File: src/source/ddrPkg.sv
/*
 * DDR3 channel widths, word types and command encoding
 */
package ddrPkg;

	// ----------------------------------------------------------
	// Channel geometry
	// ----------------------------------------------------------

	// Controller address, counted in DDR words
	localparam int DdrAddrWidth = 28;
	// One full DDR burst word
	localparam int DdrDataWidth = 512;

	typedef logic [DdrAddrWidth-1:0] ddrAddrT;
	typedef logic [DdrDataWidth-1:0] ddrDataT;

	// ----------------------------------------------------------
	// Commands
	// ----------------------------------------------------------

	// Encoding as the controller app port expects it
	typedef enum logic [2:0] {
		cmdWrite = 3'b000,
		cmdRead  = 3'b001
	} ddrCmdT;

endpackage

File: src/source/oramPkg.sv
/*
 * ORAM bucket geometry and header field widths
 * Bucket header word with raw and field views
 */
package oramPkg;
	import ddrPkg::*;

	// ----------------------------------------------------------
	// Bucket geometry
	// ----------------------------------------------------------

	// Each IV field of the header
	localparam int IvWidth = 64;
	// One valid bit per block slot in a bucket
	localparam int ValidBitsWidth = 4;
	// Unused bits above the header fields
	localparam int HeaderPadWidth = DdrDataWidth - 2 * IvWidth - ValidBitsWidth;

	typedef logic [IvWidth-1:0] ivT;
	typedef logic [ValidBitsWidth-1:0] validBitsT;

	// Header layout, MSB first
	typedef struct packed {
		logic [HeaderPadWidth-1:0] padding;
		ivT ivLow;
		validBitsT validBits;
		ivT ivHigh;
	} bucketHeaderFieldsT;

	// Same DDR word seen by the DRAM side or by the ORAM logic
	typedef union packed {
		ddrDataT raw;
		bucketHeaderFieldsT fields;
	} bucketHeaderT;

endpackage

File: src/source/ddrCmdIf.sv
/*
 * DDR3 command and write-data channels, with source and sink modports
 */
`timescale 1ns/100ps

interface ddrCmdIf
	import ddrPkg::*;
();

	// Command channel
	ddrAddrT cmdAddr;
	ddrCmdT cmd;
	logic cmdValid;
	logic cmdReady;

	// Write-data channel, independent of commands
	ddrDataT wrData;
	logic wrValid;
	logic wrReady;

	// Initializer side
	modport source (
		output cmdAddr, cmd, cmdValid,
		output wrData, wrValid,
		input cmdReady, wrReady
	);

	// Memory controller side
	modport sink (
		input cmdAddr, cmd, cmdValid,
		input wrData, wrValid,
		output cmdReady, wrReady
	);

endinterface

File: src/source/strideCounter.sv
/*
 * Up counter with clear and fixed step size
 */
`timescale 1ns/100ps

module strideCounter #(
	parameter int Width = 8,
	parameter int Factor = 1
) (
	input logic Clock,
	input logic arstN,
	input logic Clear,
	input logic Enable,
	output logic [Width-1:0] Count
);

	// Step sized to the counter
	localparam logic [Width-1:0] Step = Width'(Factor);

	always_ff @(posedge Clock or negedge arstN) begin
		if (!arstN) begin
			Count <= '0;
		end else if (Clear) begin
			// Clear wins over Enable
			Count <= '0;
		end else if (Enable) begin
			Count <= Count + Step;
		end
	end

endmodule

File: src/source/bucketInitializer.sv
/*
 * Bucket initializer, one write command and BktSizeDdrWords data words
 * per ORAM bucket, header word first, then Done
 */
`timescale 1ns/100ps

module bucketInitializer
	import ddrPkg::*;
	import oramPkg::*;
#(
	parameter int NumBuckets = 15,
	parameter int BktSizeDdrWords = 4,
	parameter ddrAddrT BaseAddr = '0
) (
	input logic Clock,
	input logic arstN,
	ddrCmdIf.source ddr,
	output logic Done
);

	// ----------------------------------------------------------
	// Constants
	// ----------------------------------------------------------

	// Words over the whole tree
	localparam int TotalWords = NumBuckets * BktSizeDdrWords;
	localparam int WordCntWidth = $clog2(TotalWords + 1);
	// Command counter counts in address units
	localparam ddrAddrT CmdEnd = DdrAddrWidth'(TotalWords);
	localparam logic [WordCntWidth-1:0] WordEnd = WordCntWidth'(TotalWords);
	localparam logic [WordCntWidth-1:0] BktWords = WordCntWidth'(BktSizeDdrWords);

	// ----------------------------------------------------------
	// Signals
	// ----------------------------------------------------------

	logic armed;
	logic cmdFinished;
	logic wrFinished;
	logic cmdFire;
	logic wrFire;
	ddrAddrT cmdCount;
	logic [WordCntWidth-1:0] wrCount;
	logic [WordCntWidth-1:0] bucketIdx;
	logic [WordCntWidth-1:0] wordOffset;
	bucketHeaderT wrWord;

	// ----------------------------------------------------------
	// Start-up
	// ----------------------------------------------------------

	// Goes high on the first edge after reset release
	always_ff @(posedge Clock or negedge arstN) begin
		if (!arstN) begin
			armed <= 1'b0;
		end else begin
			armed <= 1'b1;
		end
	end

	// ----------------------------------------------------------
	// Counters
	// ----------------------------------------------------------

	// Bucket address offset, one bucket per command
	strideCounter #(
		.Width(DdrAddrWidth),
		.Factor(BktSizeDdrWords)
	) cmdCnt (
		.Clock(Clock),
		.arstN(arstN),
		.Clear(~armed),
		.Enable(cmdFire),
		.Count(cmdCount)
	);

	// Data word index over the whole tree
	strideCounter #(
		.Width(WordCntWidth),
		.Factor(1)
	) wrCnt (
		.Clock(Clock),
		.arstN(arstN),
		.Clear(~armed),
		.Enable(wrFire),
		.Count(wrCount)
	);

	// Each channel ends on the edge of its last transfer
	assign cmdFinished = (cmdCount == CmdEnd);
	assign wrFinished = (wrCount == WordEnd);

	// Handshakes
	assign cmdFire = ddr.cmdValid & ddr.cmdReady;
	assign wrFire = ddr.wrValid & ddr.wrReady;

	// ----------------------------------------------------------
	// Command channel
	// ----------------------------------------------------------

	assign ddr.cmdValid = armed & ~cmdFinished;
	assign ddr.cmdAddr = BaseAddr + cmdCount;
	// Initialization only ever writes
	assign ddr.cmd = cmdWrite;

	// ----------------------------------------------------------
	// Write-data channel
	// ----------------------------------------------------------

	// Position of the current word in the tree
	assign bucketIdx = wrCount / BktWords;
	assign wordOffset = wrCount % BktWords;

	// Header on the first word of a bucket, zeros otherwise
	always_comb begin
		wrWord.raw = '0;
		if (wordOffset == '0) begin
			// All blocks invalid
			wrWord.fields.validBits = '0;
			// Bucket index stands in for IV entropy
			wrWord.fields.ivLow = IvWidth'(bucketIdx);
			wrWord.fields.ivHigh = IvWidth'(bucketIdx);
		end
	end

	assign ddr.wrValid = armed & ~wrFinished;
	assign ddr.wrData = wrWord.raw;

	// ----------------------------------------------------------
	// Completion
	// ----------------------------------------------------------

	// Sticky until reset
	always_ff @(posedge Clock or negedge arstN) begin
		if (!arstN) begin
			Done <= 1'b0;
		end else if (cmdFinished && wrFinished) begin
			Done <= 1'b1;
		end
	end

endmodule

File: src/source/ramInitTop.sv
/*
 * DRAM initialization top level, initializer and DDR3 channel ports
 */
`timescale 1ns/100ps

module ramInitTop
	import ddrPkg::*;
#(
	parameter int NumBuckets = 15,
	parameter int BktSizeDdrWords = 4,
	parameter ddrAddrT BaseAddr = '0
) (
	input logic Clock,
	input logic arstN,

	// Command channel to the DDR3 controller
	output ddrAddrT dramCommandAddress,
	output ddrCmdT dramCommand,
	output logic dramCommandValid,
	input logic dramCommandReady,

	// Write-data channel to the DDR3 controller
	output ddrDataT dramWriteData,
	output logic dramWriteDataValid,
	input logic dramWriteDataReady,

	// Tree fully written
	output logic Done
);

	// ----------------------------------------------------------
	// Channel bundle
	// ----------------------------------------------------------

	ddrCmdIf ddr ();

	// ----------------------------------------------------------
	// Initializer
	// ----------------------------------------------------------

	bucketInitializer #(
		.NumBuckets(NumBuckets),
		.BktSizeDdrWords(BktSizeDdrWords),
		.BaseAddr(BaseAddr)
	) init (
		.Clock(Clock),
		.arstN(arstN),
		.ddr(ddr.source),
		.Done(Done)
	);

	// ----------------------------------------------------------
	// Sink side onto the plain ports
	// ----------------------------------------------------------

	assign dramCommandAddress = ddr.cmdAddr;
	assign dramCommand = ddr.cmd;
	assign dramCommandValid = ddr.cmdValid;
	assign ddr.cmdReady = dramCommandReady;

	assign dramWriteData = ddr.wrData;
	assign dramWriteDataValid = ddr.wrValid;
	assign ddr.wrReady = dramWriteDataReady;

endmodule

File: config.mk
export PLATFORM = sky130hd
export DESIGN_NAME = ramInitTop
export DESIGN_NICKNAME = d
export VERILOG_FILES = /design/src/source/ddrPkg.sv /design/src/source/oramPkg.sv /design/src/source/ddrCmdIf.sv /design/src/source/strideCounter.sv /design/src/source/bucketInitializer.sv /design/src/source/ramInitTop.sv
export SDC_FILE = /design/constraint.sdc
export NUM_CORES = 1
export LEC_CHECK = 0
export BUFFER_PORTS_ARGS = -buffer_cell sky130_fd_sc_hd__buf_2
export CORE_AREA = 2 2 213 215
export DETAILED_ROUTE_END_ITERATION = 7
export DIE_AREA = 0 0 215 217
export PLACE_DENSITY = 0.43
export SYNTH_ARGS = -nofsm -noshare
export SYNTH_HDL_FRONTEND = slang
export SYNTH_SLANG_ARGS = --single-unit
export TNS_END_PERCENT = 1
File: constraint.sdc
create_clock -name Clock -period 2.3 [get_ports Clock]
set_input_delay 0.69 -clock Clock [delete_from_list [all_inputs] [get_ports Clock]]
set_output_delay 0.69 -clock Clock [all_outputs]
set_load 0.005 [all_outputs]
==> results.md <==
* Layout cells sized above 1 at 0.1186
* Largest family of logic cells by synthesized area: buffers and inverters
* DR iter-0 viols at 49
* Post-DR wirelength/cell at 7.277 µm
* GPL Wtd Cong at 0.7463
* Design area at 5094 µm²
* Minimum clock period at 2339 ps
* Sequential cell area fraction in the yosys report at 0.1472
* CP required at 1610 ps
* Synth async-reset ratio at 1.000
* TritonCTS clock tree: done
* Std-Cell Rows at 78
* Hold Fails Final Rpt at 0
* Stages on the worst setup path at 6
* Clk pin slew, worst setup/hold paths at 60 ps
* Status: finished with violations
* Lkg Pwr at 2.854 nW
* XOR/XNOR Fraction of Synth Area at 0.02121
* Drt drc at 0
* CP top delay family: simple AND/OR/NAND/NOR gates
* Total track usage at 0.03611
* Clk Latency, worst-skew pair at 290 ps
* Clock power frac at 0.469
* Violated checks: setup timing
* Dpl cells at 1357
* Worst R2R Start: init.cmdCnt.Count[25]$_DFFE_PN0P_
* Post-route ant nets at 0
* PwrDens at 336.7 nW/µm²
* Non-Filler Instances at 1376
* Max Freq at 427.5 MHz
* Detailed Route WL at 10010 µm
* Total Die Area at 46660 µm²
* CP endpoint kind: output port
* First-pass GRT wire length at 12160 µm
* Post-synth cell types at 41
* Adder-cell share of the synthesized area at 0.008656
* Initial antenna violation count at 0
* Crit Path Max Fanout at 6
* Synth Area in Compound Gates at 0.03398
* VDD IR max at 0.0001955 V
* Worst clock skew at 7.080 ps
* Gate Count Post-Synth at 720
* Startpoint Class: flop
* First drt pass iteration count at 4
* Fill count at 5211
* CP max stage cell: dfrtp_2
* Core area at 44700 µm²
* Root buffer cell: clkbuf_16
* Net count reported at finish at 783
* Die Ht at 217 µm
* Setup ws final at -39.39 ps
* Ys Warns at 0
* Die width at 215 µm
* I/O pins at 550
* Reg power frac at 0.358
* CTS buffer count at 5
* Largest net degree at the start of global routing at 35
* # clock sinks at 34
* Final Setup Violations at 1
* Vias in the first global route at 1881
* Buffers plus inverters on the worst setup path at 2
* Max stage delay on crit path at 440 ps
* Crit-path cells: nor4b_2 > nand3_1 > nor2_1 > buf_4 > nor2_2 > buf_2
* Max-cap violations at 0
* Layout area overhead at -11.90%
* Combinational share of power at 0.173
* Min-delay worst type: in2async
* #FFs+latches synth at 34
* FF/Latch Area at 855.8 µm²
* Net Sw Frac at 0.3292
* Placed cell areas at 4802 µm²
* Hold_ws at 428.5 ps
* Number of flops mapped to enable cells by yosys at 0
* Area of the multi-input gates at 2914 µm²
* Overflow after GRT at 0
* Period utilization at 1.017
* Avg Cell Area, Syn at 8.030 µm²
* Initial Util at 0.1294
* Setup CP Type: reg2out
* Dpl hpwl at 8389 µm
* Via count at 3044
* Max-slew violations at 0
* CP arrival at 1650 ps
* Pint at 0.001150 W
* Post-synthesis mux area share at 0
* Synth Area in Simple Gates at 0.1039
* Post-DR vias/cell at 2.212
* Sw Pwr at 0.0005645 W
* H-tree Lvls at 2
* Crit. Startpoint: init.cmdCnt.Count[6]$_DFFE_PN0P_
* RSZ-0062 raised after global routing: yes
* R2R depth at 11
* Max Root-Sink Buffers at 2
* Ant. Diodes at 0
* Input/output buffers at 40
* Syn Std Cell Area at 5782 µm²
* Ys flop type: dfrtp_1
synth_stat cells, types with 3 or more instances:
library cell | n | area (µm²)
buf_4 | 515 | 3866
dfrtp_1 | 34 | 850.8
nor2_1 | 21 | 78.83
nand2_1 | 17 | 63.81
nand3_1 | 15 | 75.07
nand4_1 | 10 | 62.56
o21ai_0 | 10 | 50.05
xor2_1 | 9 | 78.83
a21oi_1 | 8 | 40.04
and2_1 | 7 | 43.79
nor4_1 | 7 | 43.79
xnor2_1 | 5 | 43.79
and3_1 | 4 | 25.02
and4_2 | 4 | 40.04
clkbuf_1 | 4 | 15.01
ha_1 | 4 | 50.05
nand2b_1 | 4 | 25.02
or3_1 | 4 | 25.02
or4_1 | 4 | 30.03
buf_6 | 3 | 33.78
inv_1 | 3 | 11.26
cells by family after synthesis:
kind of cell | Yosys count
AO/OA/AOI/OAI | 31
XOR/XNOR | 14
adder cells (fa/ha/maj) | 4
buffers and inverters | 528
flip-flops | 34
other | 2
AND/OR/NAND/NOR | 107
placed cells by master (no fill, tap or decap), drive strengths merged, types with 3 or more instances in the layout:
cell,Yosys,final
and4,6,6
buf,520,65
or4,4,4
and3,4,4
and2,7,7
ha,4,4
conb,2,510
nand3,15,15
or3,6,6
o21ai,11,11
clkbuf,5,5
nand2,17,17
nor4,7,7
xor2,9,9
inv,3,3
nor2,21,21
a21oi,8,8
nand4,11,11
xnor2,5,5
nand2b,4,4
dfrtp,34,34
metal layers:
metal | vias to the layer above | track usage | part of all wire
met5 | - | 0 | 0
met4 | 0 | 0.01839 | 0.021
met3 | 9 | 0.01663 | 0.15
met2 | 278 | 0.06526 | 0.53
met1 | 1388 | 0.03448 | 0.30
li1 | 1369 | - | -
layout make-up:
class,count,area share
sequential,34,0.1680
inverter,3,0.002211
timing repair buffer,65,0.07689
tap,600,0.1474
clock buffer,5,0.02456
clock inverter,3,0.008843
multi-input combinational,666,0.5721
stage by stage:
stage	setup TNS, ps	setup WS, ps	utilization	power [W]
final	-39.39	-39.39	0.1140	0.001715
after global routing	-219.4	-125.0	0.1140	0.001836
after CTS	-74.79	-74.79	0.1131	0.001738
after detailed placement	0	105.0	0.1074	0.0008970
after global placement	0	159.1	0.1074	0.0008963
after floorplan	0	507.6	-	0.001480
repair_timing:
action | CTS | global route
hold endpoints to repair | 0 | 0
hold buffers | 0 | 0
pin swaps | 4 | 4
buffers inserted | 7 | 4
endpoints found under the setup margin | 1 | 12
resized for setup | 7 | 5
power groups by stage:
stage	Clock, W	Sequential (W)	Combinational (W)
global route	0.000869	0.000614	0.000353
finish	0.000804	0.000614	0.000297
floorplan	0	0.000625	0.000854
detailed placement	0	0.000626	0.000271
CTS	0.000849	0.000613	0.000276
global placement	0	0.000625	0.000272
state kept, by name (all words and copies together) (netlist names):
signal             flops
init.armed             1
init.wrCnt.Count       6
init.Done              1
init.cmdCnt.Count     26
worst reg2reg max path: cells and delay by family (launching register included):
family	cells	cell delay (ps)
compound gates	2	300
buf+inv	6	860
flops	1	380
simple gates	3	610
final timing paths:
path	to	slack, ps
max	dramCommandValid	-40
min	init.Done$_DFFE_PN0P_	430
max reg2reg	init.cmdCnt.Count[21]$_DFFE_PN0P_	50
min reg2reg	init.Done$_DFFE_PN0P_	470
max in group asynchronous	init.cmdCnt.Count[21]$_DFFE_PN0P_	1500
min in group Clock	init.Done$_DFFE_PN0P_	470
Note: power is estimated with default switching activity, not from simulation.
